### config.mk
export PLATFORM = sky130hd
export DESIGN_NAME = mem_uart_top
export DESIGN_NICKNAME = d
export VERILOG_FILES = /design/src/source/mem_uart_pkg.sv /design/src/source/io_status_regs.sv /design/src/source/mem_bus_ctrl.sv /design/src/source/mem_uart_top.sv /design/src/source/rx_queue.sv
export SDC_FILE = /design/constraint.sdc
export NUM_CORES = 1
export LEC_CHECK = 0
export ABC_AREA = 1
export ABC_CLOCK_PERIOD_IN_PS = 3300
export BUFFER_PORTS_ARGS = -buffer_cell sky130_fd_sc_hd__buf_2
export CORE_UTILIZATION = 35
export CTS_BUF_LIST = sky130_fd_sc_hd__clkbuf_8
export DETAILED_ROUTE_END_ITERATION = 16
export GPL_TIMING_DRIVEN = 0
export PLACE_DENSITY = 0.55
export REMOVE_ABC_BUFFERS = 1
export SYNTH_ARGS = -nofsm -noshare
export SYNTH_HDL_FRONTEND = slang
export SYNTH_SLANG_ARGS = --single-unit
### constraint.sdc
create_clock -name clk -period 3.3 [get_ports clk]
set_input_delay 0.165 -clock clk [delete_from_list [all_inputs] [get_ports clk]]
set_output_delay 0.165 -clock clk [all_outputs]
set_load 0.005 [all_outputs]
### src/source/mem_uart_pkg.sv
package mem_uart_pkg;

	////////////////////////////////////////////////////////////
	// Widths
	////////////////////////////////////////////////////////////
	localparam int addr_w      = 16;
	localparam int data_w      = 16;
	localparam int tag_w       = 4;
	localparam int queue_depth = 16;
	localparam int ptr_w       = 4;

	////////////////////////////////////////////////////////////
	// Address map and status word layout
	////////////////////////////////////////////////////////////
	localparam logic [addr_w-1:0] uart_data_addr   = 16'hBF00;
	localparam logic [addr_w-1:0] uart_status_addr = 16'hBF01;

	localparam int stat_tx_ready_bit = 0;
	localparam int stat_rx_avail_bit = 1;
	localparam int stat_overflow_bit = 2;

	// Bus controller states
	typedef enum logic [4:0] {
		IDLE,
		UART_RX1, UART_RX2, UART_RX3,
		UART_TX1, UART_TX2, UART_TX3, UART_TX4, UART_TX5,
		RAM_RD1, RAM_RD2, RAM_RD3,
		RAM_WR1, RAM_WR2, RAM_WR3,
		IO_RD1, IO_RD2
	} ctrl_state_e;

	// Processor request, held until served
	typedef struct packed {
		logic              valid;
		logic              rd;
		logic              wr;
		logic [tag_w-1:0]  tag;
		logic [addr_w-1:0] addr;
		logic [data_w-1:0] wdata;
	} mem_req_t;

	typedef struct packed {
		logic              en_n;
		logic              oe_n;
		logic              we_n;
		logic [addr_w-1:0] addr;
	} sram_pins_t;

	typedef struct packed {
		logic rdn;
		logic wrn;
	} uart_pins_t;

	typedef struct packed {
		logic data_ready;
		logic tbre;
		logic tsre;
	} uart_flags_t;

endpackage

### src/source/io_status_regs.sv
`timescale 1ns/1ns

module io_status_regs (
	input  logic                            clk,
	input  logic                            rst,
	input  mem_uart_pkg::uart_flags_t       flags,
	output mem_uart_pkg::uart_flags_t       flags_sync,
	input  logic                            empty,
	input  logic                            drop,
	input  logic                            status_rd,
	output logic [mem_uart_pkg::data_w-1:0] status_word
);

	mem_uart_pkg::uart_flags_t flags_meta;
	logic                      overflow;

	////////////////////////////////////////////////////////////
	// Two-flop synchronizer for the chip flags
	////////////////////////////////////////////////////////////
	always_ff @(posedge clk) begin
		if (!rst) begin
			flags_meta <= '0;
			flags_sync <= '0;
		end else begin
			flags_meta <= flags;
			flags_sync <= flags_meta;
		end
	end

	// Sticky overflow, a new drop wins over a clearing read
	always_ff @(posedge clk) begin
		if (!rst)
			overflow <= 1'b0;
		else if (drop)
			overflow <= 1'b1;
		else if (status_rd)
			overflow <= 1'b0;
	end

	// Status word, unused bits read zero
	always_comb begin
		status_word = '0;
		status_word[mem_uart_pkg::stat_tx_ready_bit] = flags_sync.tbre && flags_sync.tsre;
		status_word[mem_uart_pkg::stat_rx_avail_bit] = !empty;
		status_word[mem_uart_pkg::stat_overflow_bit] = overflow;
	end

endmodule

### src/source/mem_bus_ctrl.sv
`timescale 1ns/1ns

module mem_bus_ctrl (
	input  logic                                clk,
	input  logic                                rst,
	input  mem_uart_pkg::mem_req_t              req,
	output logic                                done,
	output logic [mem_uart_pkg::tag_w-1:0]      done_tag,
	output logic [mem_uart_pkg::data_w-1:0]     result,
	output mem_uart_pkg::sram_pins_t            sram,
	output mem_uart_pkg::uart_pins_t            uart,
	input  mem_uart_pkg::uart_flags_t           flags_sync,
	output logic [mem_uart_pkg::data_w-1:0]     bus_out,
	output logic                                bus_oe,
	input  logic [mem_uart_pkg::data_w-1:0]     bus_in,
	output logic                                push,
	output logic [mem_uart_pkg::data_w-1:0]     push_data,
	output logic                                pop,
	input  logic [mem_uart_pkg::data_w-1:0]     front_data,
	input  logic                                empty,
	input  logic                                full,
	output logic                                drop,
	output logic                                status_rd,
	input  logic [mem_uart_pkg::data_w-1:0]     status_word
);

	mem_uart_pkg::ctrl_state_e state;

	// Pin strobes, all active low
	logic en_n;
	logic oe_n;
	logic we_n;
	logic rdn;
	logic wrn;
	logic [mem_uart_pkg::addr_w-1:0] sram_addr;

	// Served tag tracking
	logic [mem_uart_pkg::tag_w-1:0] last_tag;
	logic                           tag_valid;

	logic io_status_sel;
	logic is_data_addr;
	logic is_status_addr;
	logic start_op;

	assign sram = '{en_n: en_n, oe_n: oe_n, we_n: we_n, addr: sram_addr};
	assign uart = '{rdn: rdn, wrn: wrn};
	assign done_tag = last_tag;

	////////////////////////////////////////////////////////////
	// Request decode
	////////////////////////////////////////////////////////////
	assign is_data_addr   = (req.addr == mem_uart_pkg::uart_data_addr);
	assign is_status_addr = (req.addr == mem_uart_pkg::uart_status_addr);

	// New tag only, and a pending receive always goes first
	assign start_op = !flags_sync.data_ready && req.valid && (req.rd || req.wr) &&
		(!tag_valid || req.tag != last_tag);

	// Data bus is driven for the whole write sequence
	always_comb begin
		bus_oe = state inside {mem_uart_pkg::RAM_WR1, mem_uart_pkg::RAM_WR2,
			mem_uart_pkg::RAM_WR3, mem_uart_pkg::UART_TX1, mem_uart_pkg::UART_TX2,
			mem_uart_pkg::UART_TX3, mem_uart_pkg::UART_TX4, mem_uart_pkg::UART_TX5};
	end

	////////////////////////////////////////////////////////////
	// State machine and strobes
	////////////////////////////////////////////////////////////
	always_ff @(posedge clk) begin
		if (!rst) begin
			state     <= mem_uart_pkg::IDLE;
			en_n      <= 1'b1;
			oe_n      <= 1'b1;
			we_n      <= 1'b1;
			rdn       <= 1'b1;
			wrn       <= 1'b1;
			done      <= 1'b0;
			push      <= 1'b0;
			pop       <= 1'b0;
			drop      <= 1'b0;
			status_rd <= 1'b0;
			last_tag  <= '0;
			tag_valid <= 1'b0;
		end else begin
			// Single-cycle pulses
			push      <= 1'b0;
			pop       <= 1'b0;
			drop      <= 1'b0;
			status_rd <= 1'b0;

			case (state)
				mem_uart_pkg::IDLE: begin
					if (flags_sync.data_ready) begin
						state <= mem_uart_pkg::UART_RX1;
					end else if (start_op) begin
						done      <= 1'b0;
						last_tag  <= req.tag;
						tag_valid <= 1'b1;
						if (is_data_addr) begin
							state <= req.wr ? mem_uart_pkg::UART_TX1 : mem_uart_pkg::IO_RD1;
						end else if (is_status_addr) begin
							// Status word is read only, a write just completes
							state <= req.wr ? mem_uart_pkg::IO_RD2 : mem_uart_pkg::IO_RD1;
						end else begin
							state <= req.wr ? mem_uart_pkg::RAM_WR1 : mem_uart_pkg::RAM_RD1;
						end
					end
				end

				// Drain one byte from the UART chip
				mem_uart_pkg::UART_RX1: begin
					rdn   <= 1'b0;
					state <= mem_uart_pkg::UART_RX2;
				end
				mem_uart_pkg::UART_RX2: begin
					state <= mem_uart_pkg::UART_RX3;
				end
				mem_uart_pkg::UART_RX3: begin
					rdn <= 1'b1;
					if (full)
						drop <= 1'b1;
					else
						push <= 1'b1;
					state <= mem_uart_pkg::IDLE;
				end

				// Send one byte, then wait for the shifter to empty
				mem_uart_pkg::UART_TX1: begin
					wrn   <= 1'b1;
					state <= mem_uart_pkg::UART_TX2;
				end
				mem_uart_pkg::UART_TX2: begin
					wrn <= 1'b0;
					if (!flags_sync.tbre)
						state <= mem_uart_pkg::UART_TX3;
				end
				mem_uart_pkg::UART_TX3: begin
					wrn   <= 1'b1;
					state <= mem_uart_pkg::UART_TX4;
				end
				mem_uart_pkg::UART_TX4: begin
					if (flags_sync.tbre)
						state <= mem_uart_pkg::UART_TX5;
				end
				mem_uart_pkg::UART_TX5: begin
					if (flags_sync.tsre) begin
						done  <= 1'b1;
						state <= mem_uart_pkg::IDLE;
					end
				end

				mem_uart_pkg::RAM_RD1: begin
					en_n  <= 1'b0;
					state <= mem_uart_pkg::RAM_RD2;
				end
				mem_uart_pkg::RAM_RD2: begin
					oe_n  <= 1'b0;
					state <= mem_uart_pkg::RAM_RD3;
				end
				mem_uart_pkg::RAM_RD3: begin
					en_n  <= 1'b1;
					oe_n  <= 1'b1;
					done  <= 1'b1;
					state <= mem_uart_pkg::IDLE;
				end

				mem_uart_pkg::RAM_WR1: begin
					en_n  <= 1'b0;
					state <= mem_uart_pkg::RAM_WR2;
				end
				mem_uart_pkg::RAM_WR2: begin
					we_n  <= 1'b0;
					state <= mem_uart_pkg::RAM_WR3;
				end
				mem_uart_pkg::RAM_WR3: begin
					we_n  <= 1'b1;
					en_n  <= 1'b1;
					done  <= 1'b1;
					state <= mem_uart_pkg::IDLE;
				end

				mem_uart_pkg::IO_RD1: begin
					if (io_status_sel)
						status_rd <= 1'b1;
					else if (!empty)
						pop <= 1'b1;
					state <= mem_uart_pkg::IO_RD2;
				end
				mem_uart_pkg::IO_RD2: begin
					done  <= 1'b1;
					state <= mem_uart_pkg::IDLE;
				end

				default: state <= mem_uart_pkg::IDLE;
			endcase
		end
	end

	////////////////////////////////////////////////////////////
	// Data path registers
	////////////////////////////////////////////////////////////
	always_ff @(posedge clk) begin
		case (state)
			mem_uart_pkg::IDLE: begin
				if (!flags_sync.data_ready && start_op) begin
					sram_addr     <= req.addr;
					io_status_sel <= is_status_addr;
					// UART chip takes only the low byte
					if (is_data_addr)
						bus_out <= {8'h00, req.wdata[7:0]};
					else
						bus_out <= req.wdata;
				end
			end
			mem_uart_pkg::UART_RX2: push_data <= {8'h00, bus_in[7:0]};
			mem_uart_pkg::RAM_RD3:  result <= bus_in;
			mem_uart_pkg::IO_RD1: begin
				if (io_status_sel)
					result <= status_word;
				else if (empty)
					result <= '0;
				else
					result <= front_data;
			end
			default: ;
		endcase
	end

endmodule

### src/source/mem_uart_top.sv
`timescale 1ns/1ns

module mem_uart_top (
	input  logic                                clk,
	input  logic                                rst,
	input  mem_uart_pkg::mem_req_t              req,
	output logic                                done,
	output logic [mem_uart_pkg::tag_w-1:0]      done_tag,
	output logic [mem_uart_pkg::data_w-1:0]     result,
	output mem_uart_pkg::sram_pins_t            sram,
	output mem_uart_pkg::uart_pins_t            uart,
	input  mem_uart_pkg::uart_flags_t           flags,
	output logic [mem_uart_pkg::data_w-1:0]     bus_out,
	output logic                                bus_oe,
	input  logic [mem_uart_pkg::data_w-1:0]     bus_in
);

	// Queue handshake
	logic                            push;
	logic [mem_uart_pkg::data_w-1:0] push_data;
	logic                            pop;
	logic [mem_uart_pkg::data_w-1:0] front_data;
	logic                            empty;
	logic                            full;

	// Status block handshake
	mem_uart_pkg::uart_flags_t       flags_sync;
	logic                            drop;
	logic                            status_rd;
	logic [mem_uart_pkg::data_w-1:0] status_word;

	mem_bus_ctrl i_mem_bus_ctrl (
		.clk         (clk),
		.rst         (rst),
		.req         (req),
		.done        (done),
		.done_tag    (done_tag),
		.result      (result),
		.sram        (sram),
		.uart        (uart),
		.flags_sync  (flags_sync),
		.bus_out     (bus_out),
		.bus_oe      (bus_oe),
		.bus_in      (bus_in),
		.push        (push),
		.push_data   (push_data),
		.pop         (pop),
		.front_data  (front_data),
		.empty       (empty),
		.full        (full),
		.drop        (drop),
		.status_rd   (status_rd),
		.status_word (status_word)
	);

	rx_queue i_rx_queue (
		.clk        (clk),
		.rst        (rst),
		.push       (push),
		.push_data  (push_data),
		.pop        (pop),
		.front_data (front_data),
		.empty      (empty),
		.full       (full)
	);

	io_status_regs i_io_status_regs (
		.clk         (clk),
		.rst         (rst),
		.flags       (flags),
		.flags_sync  (flags_sync),
		.empty       (empty),
		.drop        (drop),
		.status_rd   (status_rd),
		.status_word (status_word)
	);

endmodule

### src/source/rx_queue.sv
`timescale 1ns/1ns

module rx_queue (
	input  logic                            clk,
	input  logic                            rst,
	input  logic                            push,
	input  logic [mem_uart_pkg::data_w-1:0] push_data,
	input  logic                            pop,
	output logic [mem_uart_pkg::data_w-1:0] front_data,
	output logic                            empty,
	output logic                            full
);

	logic [mem_uart_pkg::data_w-1:0] mem [mem_uart_pkg::queue_depth];
	logic [mem_uart_pkg::ptr_w-1:0]  front;
	logic [mem_uart_pkg::ptr_w-1:0]  tail;
	logic [mem_uart_pkg::ptr_w:0]    count;
	logic                            do_push;
	logic                            do_pop;

	assign do_push = push && !full;
	assign do_pop  = pop && !empty;

	assign empty = (count == '0);
	// Depth is a power of two, top count bit means full
	assign full  = count[mem_uart_pkg::ptr_w];

	// Oldest entry, no register stage
	assign front_data = mem[front];

	always_ff @(posedge clk) begin
		if (do_push)
			mem[tail] <= push_data;
	end

	// Pointers wrap at the array size
	always_ff @(posedge clk) begin
		if (!rst) begin
			front <= '0;
			tail  <= '0;
			count <= '0;
		end else begin
			if (do_push)
				tail <= tail + 1'b1;
			if (do_pop)
				front <= front + 1'b1;
			case ({do_push, do_pop})
				2'b10:   count <= count + 1'b1;
				2'b01:   count <= count - 1'b1;
				default: count <= count;
			endcase
		end
	end

endmodule

==> results.sh, run 1 <==
export IMPL_outcome="finished, final reports clean"
export IMPL_r2r_slack_ns=0.49
export IMPL_cts_resized=0
export IMPL_tns_ns=0
export IMPL_grt_use_total_pct=16.3
export IMPL_grt_max_degree=63
export IMPL_end_kind="register"
export IMPL_clock_sinks=229
export IMPL_hold_depth=2
export IMPL_syn_cell_area_um2=9410
export IMPL_wl_per_cell_um=15.7
export IMPL_synth_top_area_cell="edfxtp_1"
export IMPL_hold_viol_final=0
export IMPL_drc_errors=0
export IMPL_drtAntennaViolNets=0
export IMPL_rsz0062_at_grt="no"
export IMPL_r2r_end="i_mem_bus_ctrl.result[4]"
export IMPL_period_minus_slack_ns=2.81
export IMPL_layout_drive_gt1_share_pct=18.8
export IMPL_post_route_period_util_pct=85.2
export IMPL_grt_ovfl_total=0
export IMPL_slew_violations=0
export IMPL_synth_seq_area_share_pct=68.4
export IMPL_die_x_um=166
export IMPL_crit_type="register to register"
export IMPL_multiInputGateArea_um2=2490
export IMPL_dp_hpwl_mm=13.6
export IMPL_firstDrtPassIters=5
export IMPL_p_per_area_nw_per_um2=585
export IMPL_core_area_um2=26200
export IMPL_diodes=0
export IMPL_antenna_found_initial=0
export IMPL_ys_seq_elements=229
export IMPL_fill_cells=2472
export IMPL_synth_mux_area_share_pct=0
export IMPL_worstMarginPinSlew_ns=1.19
export IMPL_synthCells=862
export IMPL_grt_pass1_wl_mm=35.0
export IMPL_pwr_share_clk_pct=36.8
export IMPL_cts_buffer_depth=3
export IMPL_vias=6642
export IMPL_synth_compound_area_share_pct=7.04
export IMPL_cp_max_fo=36
export IMPL_io_pins=119
export IMPL_routed_via_density=4.70
export IMPL_path_clk_slew_ns=0.06
export IMPL_combPwrFrac_pct=11.6
export IMPL_path_buf_inv=1
export IMPL_ys_flop_type="edfxtp_1"
export IMPL_h_tree_depth=2
export IMPL_num_rows=59
export IMPL_worst_ep_arrival_time_ns=3.21
export IMPL_postPlaceCellArea_um2=10300
export IMPL_drt_wl_total_mm=22.2
export IMPL_syn_to_final_growth_pct=23.4
export IMPL_hold_end="i_mem_bus_ctrl.rdn"
export IMPL_start_kind="register"
export IMPL_die_area_um2=27600
export IMPL_synth_xor_area_share_pct=0.372
export IMPL_required_ns=3.70
export IMPL_drtIter0Drc=474
export IMPL_yosysTopAreaCellShare_pct=59.0
export IMPL_clk_latency_ns=0.54
export IMPL_numCtsBuffers=40
export IMPL_total_power_uw=6790
export IMPL_synth_warnings=0
export IMPL_die_y_um=166
export IMPL_cp_top_family="flip-flops"
export IMPL_p_sw_share_pct=25.9
export IMPL_fin_nets=1119
export IMPL_vdd_drop_max_mv=0.367
export IMPL_cp_cell_sequence="inv_2, nor2_1, o21ai_1, o211ai_1, nand3_1, nand2_1, nand2_1, nand2_1"
export IMPL_numPortBuffers=118
export IMPL_cts_tree="built"
export IMPL_maxCapViolCount=0
export IMPL_grt_pass1_vias=6547
export IMPL_path_common_cell="nand2_1"
export IMPL_synthSimpleGateAreaFrac_pct=17.2
export IMPL_synth_area_top_cells="edfxtp_1 (59%), dfxtp_1 (9.4%), nor2_1 (6.9%)"
export IMPL_worst_clock_skew_ns=0.0194
export IMPL_initial_utilization_pct=35.9
export IMPL_synth_fa_ha_area_share_pct=1.81
export IMPL_holdBufCountCts=55
export IMPL_design_area_um2=11600
export IMPL_cts_root_buf="clkbuf_8"
export IMPL_r2r_cells=8
export IMPL_post_cts_setup_buffer_count=0
export IMPL_worst_hold_slack_ns=0.0897
export IMPL_postLayoutCoreUtil_pct=44.3
export IMPL_synth_edf_count=185
export IMPL_crit_slowest_cell="dfxtp_1"
export IMPL_setup_viol=0
export IMPL_p_sw_uw=1760
export IMPL_seq_power_share_pct=51.5
export IMPL_yosysUniqueCellTypes=37
export IMPL_min_delay_path_class="input pin to register"
export IMPL_slew_headroom_pct=20.8
export IMPL_intPower_uw=5030
export IMPL_cpPeakStageDelay_ns=1.10
export IMPL_hold_path_startpoint="rst"
export IMPL_seq_area_um2=6440
export IMPL_p_leak_uw=0.00461
export IMPL_synth_top_family_by_area="simple AND/OR/NAND/NOR gates"
export IMPL_synthArstFlopShare_pct=0
export IMPL_fmax_mhz=356
export IMPL_routabilityCongestion=0.794
export IMPL_avgSynthCellArea_um2=10.9
==> state kept, by name, indices dropped and copies added (netlist names), 3 cells and up, named ones only <==
| signal | count |
|---|---|
| i_rx_queue.mem | 128 |
| i_mem_bus_ctrl.bus_out | 16 |
| i_mem_bus_ctrl.result | 16 |
| i_mem_bus_ctrl.sram_addr | 16 |
| i_mem_bus_ctrl.push_data | 8 |
| i_mem_bus_ctrl.state | 5 |
| i_rx_queue.count | 5 |
| i_mem_bus_ctrl.done_tag | 4 |
| i_rx_queue.front | 4 |
| i_rx_queue.tail | 4 |
| i_io_status_regs.flags_meta | 3 |
| i_io_status_regs.flags_sync | 3 |
==> metal layers <==
layer	share of wire (%)	routed length, µm	track usage [%]	vias to the layer above
li1	-	-	-	3295
met5	0	0	0	-
met2	47	10500	27.0	202
met4	1.6	359	4.55	0
met1	44	9790	21.0	3114
met3	7.0	1550	4.43	31
==> cell usage in the layout (no fill, tap or decap), types with 2 or more instances in the layout <==
cell,n
edfxtp_1,185
nor2_1,173
nand2_1,138
buf_2,118
inv_1,87
dlygate4sd3_1,55
o21ai_0,52
clkbuf_8,47
dfxtp_1,43
nand3_1,40
o211ai_1,22
a21oi_1,19
o21ai_1,18
ha_1,12
inv_2,9
clkinv_1,9
nand2_2,7
nor2_4,5
nor3_1,5
nor2_2,4
a31oi_1,3
xnor2_1,3
nand2_4,2
nand4_1,2
nand3_2,2
o2111ai_1,2
clkinvlp_4,2
==> power groups by stage <==
stage / combinational [µW] / clock, µW / sequential [µW]
after CTS: 795 / 2570 / 3500
after detailed placement: 743 / 0 / 3560
after global routing: 895 / 2710 / 3520
after floorplan: 470 / 0 / 3510
final: 789 / 2500 / 3500
after global placement: 737 / 0 / 3550
==> worst reg2reg max path, stage by stage, from the launching register on <==
cell and delay, ns:
dfxtp_1 1.10, inv_2 0.61, nor2_1 0.22, o21ai_1 0.08, o211ai_1 0.17, nand3_1 0.22, nand2_1 0.16, nand2_1 0.07
nand2_1 0.05
==> worst max-delay path by stage <==
stage,from,to,slack [ns],cells past startpoint
2_1_floorplan,register,i_mem_bus_ctrl.result[1],0.50,9
6_report,register,i_mem_bus_ctrl.result[4],0.49,8
5_1_grt,register,i_mem_bus_ctrl.result[2],0.21,8
3_3_place_gp,register,i_mem_bus_ctrl.result[5],-1.36,7
3_5_place_dp,register,i_mem_bus_ctrl.result[5],0.44,7
4_1_cts,register,i_mem_bus_ctrl.result[2],0.40,8
==> metrics by stage <==
step,setup WS (ns),instances
final,0.489,1413
after global routing,0.214,1413
after CTS,0.403,1413
after detailed placement,0.440,1284
after global placement,-1.36,1282
after floorplan,0.495,829
==> cells in the mapped netlist (7+ instances only) <==
master,n
clkbuf_1,11
o21ai_1,18
edfxtp_1,185
nor2_1,174
ha_1,12
buf_4,7
buf_2,11
nand3_1,40
o211ai_1,22
nand2_1,138
inv_1,70
o21ai_0,52
nand2_2,7
dfxtp_1,44
inv_2,9
a21oi_1,19
==> layout make-up <==
cell class,instances,area share [%]
multi-input cells,518,21.4
flip-flops and latches,229,55.4
clock buffers,47,5.57
inverters,82,2.65
well taps,335,3.61
repair buffers,175,10.1
clock inverters,27,1.17
==> kinds of logic after synthesis <==
logic type,after synthesis
and+or+nand+nor,383
adders and majority gates,13
buffers and inverters,115
DFF,229
xor gates and xnor gates,4
AOI/OAI and AO/OA,118
Note: power is estimated with default switching activity, not from simulation.
==> run 2, diff against run 1 <==
--- a/config.mk
+++ b/config.mk
@@ -8,8 +8,10 @@
 export ABC_AREA = 1
 export ABC_CLOCK_PERIOD_IN_PS = 3300
 export BUFFER_PORTS_ARGS = -buffer_cell sky130_fd_sc_hd__buf_2
+export CORE_MARGIN = 4
 export CORE_UTILIZATION = 35
 export CTS_BUF_LIST = sky130_fd_sc_hd__clkbuf_8
+export CTS_CLUSTER_SIZE = 14
 export DETAILED_ROUTE_END_ITERATION = 16
 export GPL_TIMING_DRIVEN = 0
 export PLACE_DENSITY = 0.55
==> run 2 against run 1 <==
Utilization down 0.54 points. Worst hold slack lost 0.0015 ns. Routed wire length decreased by 2.6%. Maximum frequency rose by 3.3%. Non-clock buffer count stayed put. Largest power group unchanged.
==> results.sh, run 2 (synthesized netlist as in run 1, its figures left out) <==
export IMPL_final_cell_mix="edfxtp_1 (185), nor2_1 (173), nand2_1 (138), buf_2 (118), inv_1 (85)"
export IMPL_numCtsBuffers=38
export IMPL_die_y_um=172
export IMPL_diodes=0
export IMPL_h_tree_depth=2
export IMPL_clock_sinks=229
export IMPL_r2r_cells=7
export IMPL_p_per_area_nw_per_um2=563
export IMPL_period_minus_slack_ns=2.72
export IMPL_grt_met1_usage_pct=19.7
export IMPL_cts_root_buf="clkbuf_8"
export IMPL_drc_errors=0
export IMPL_seq_area_um2=6440
export IMPL_path_clk_slew_ns=0.06
export IMPL_cp_max_fo=36
export IMPL_routabilityCongestion=0.811
export IMPL_core_area_um2=26300
export IMPL_antenna_found_initial=0
export IMPL_cts_resized=0
export IMPL_grt_ovfl_total=0
export IMPL_numPortBuffers=118
export IMPL_drtIter0Drc=571
export IMPL_r2r_slack_ns=0.58
export IMPL_num_rows=59
export IMPL_slew_headroom_pct=23.1
export IMPL_r2r_end="i_mem_bus_ctrl.result[7]"
export IMPL_grt_pass1_vias=6539
export IMPL_grt_use_total_pct=14.9
export IMPL_largest_reg_flops=128
export IMPL_post_cts_setup_buffer_count=0
export IMPL_total_power_uw=6470
export IMPL_top_register="i_rx_queue.mem"
export IMPL_post_route_period_util_pct=82.5
export IMPL_worst_clock_skew_ns=0.0191
export IMPL_hold_viol_final=0
export IMPL_end_kind="register"
export IMPL_cts_buffer_depth=3
export IMPL_cts_tree="built"
export IMPL_clk_latency_ns=0.52
export IMPL_hold_depth=2
export IMPL_fin_ws_ns=0.578
export IMPL_hold_end="i_mem_bus_ctrl.en_n"
export IMPL_drt_wl_total_mm=21.6
export IMPL_slew_violations=0
export IMPL_grt_busiest_layer="met2"
export IMPL_crit_type="register to register"
export IMPL_drtAntennaViolNets=0
export IMPL_worst_hold_slack_ns=0.0881
export IMPL_hold_path_startpoint="rst"
export IMPL_pre_cts_slack_ns=0.460
export IMPL_grt_use_met3_pct=4.85
export IMPL_outcome="finished, final reports clean"
export IMPL_dp_hpwl_mm=13.8
export IMPL_multiInputGateArea_um2=2490
export IMPL_start_kind="register"
export IMPL_io_pins=119
export IMPL_layout_drive_gt1_share_pct=18.4
export IMPL_syn_to_final_growth_pct=22.2
export IMPL_die_area_um2=29600
export IMPL_setup_viol=0
export IMPL_grt_use_met2_pct=23.5
export IMPL_min_delay_path_class="input pin to register"
export IMPL_firstDrtPassIters=5
export IMPL_initial_utilization_pct=35.8
export IMPL_vias=6485
export IMPL_vdd_drop_max_mv=0.340
export IMPL_worstMarginPinSlew_ns=1.15
export IMPL_required_ns=3.56
export IMPL_worst_ep_arrival_time_ns=2.98
export IMPL_fill_cells=2432
export IMPL_grt_pass1_wl_mm=34.5
export IMPL_routed_via_density=4.62
export IMPL_fmax_mhz=367
export IMPL_die_x_um=172
export IMPL_wl_per_cell_um=15.4
export IMPL_fin_nets=1117
export IMPL_p_leak_uw=0.00455
export IMPL_rsz0062_at_grt="no"
export IMPL_maxCapViolCount=0
export IMPL_tns_ns=0
export IMPL_final_common_cell="edfxtp_1"
export IMPL_grt_max_degree=63
==> run 2: cell count changes in the layout (fill, tap and decap cells not counted), sizes merged <==
cell      delta
clkinv       +1
bufinv       -1
inv          -2
clkbuf       -6
clkinvlp     -1
==> run 2: cell type report <==
type / instances / area share, %
Tap cell: 335 / 3.64
Timing Repair Buffer: 175 / 10.3
Sequential cell: 229 / 55.9
Clock inverter: 24 / 0.848
Clock buffer: 41 / 4.90
Multi-Input combinational cell: 518 / 21.7
Inverter: 82 / 2.68
==> run 2: worst max-delay path, cell delays in order (launching register included) <==
cell	delay, ns
dfxtp_1	1.07
inv_2	0.58
o21ai_0	0.23
o211ai_1	0.14
nand3_1	0.18
nand2_1	0.09
nand2_1	0.10
nand2_1	0.05
==> run 2: worst max path at each step <==
stage,startpoint,to,slack (ns),cells past startpoint
6_report,register,i_mem_bus_ctrl.result[7],0.58,7
5_1_grt,register,i_mem_bus_ctrl.result[2],0.20,8
4_1_cts,register,i_mem_bus_ctrl.result[2],0.42,8
3_5_place_dp,register,i_mem_bus_ctrl.result[2],0.46,8
3_3_place_gp,register,i_mem_bus_ctrl.result[7],-1.24,7
2_1_floorplan,register,i_mem_bus_ctrl.result[1],0.50,9
==> run 2: where the power goes <==
part	internal (µW)	total [µW]	leakage, µW	switching, µW
combinational	317	798	0.00212	481
clock	1140	2200	0.000394	1060
sequential	3350	3480	0.00203	132
total	4800	6470	0.00455	1680
==> run 2: through the flow <==
step / std cells / util, % / cell area [µm²]
global route: 1404 / 43.8 / 11500
global placement: 1282 / 39.0 / 10200
finish: 1404 / 43.8 / 11500
CTS: 1404 / 43.8 / 11500
floorplan: 829 / - / 9230
detailed placement: 1284 / 39.2 / 10300
==> run 2: timing repair <==
action	4_1_cts	5_1_grt
hold buffers	55	0
endpoints found under the setup margin	0	0
endpoints found under the hold margin	62	0
==> run 2: per-layer routing <==
layer / wire length [µm] / vias to the layer above
met5: 0 / -
met4: 325 / 0
met3: 1780 / 24
met2: 10100 / 183
met1: 9390 / 3001
li1: - / 3277
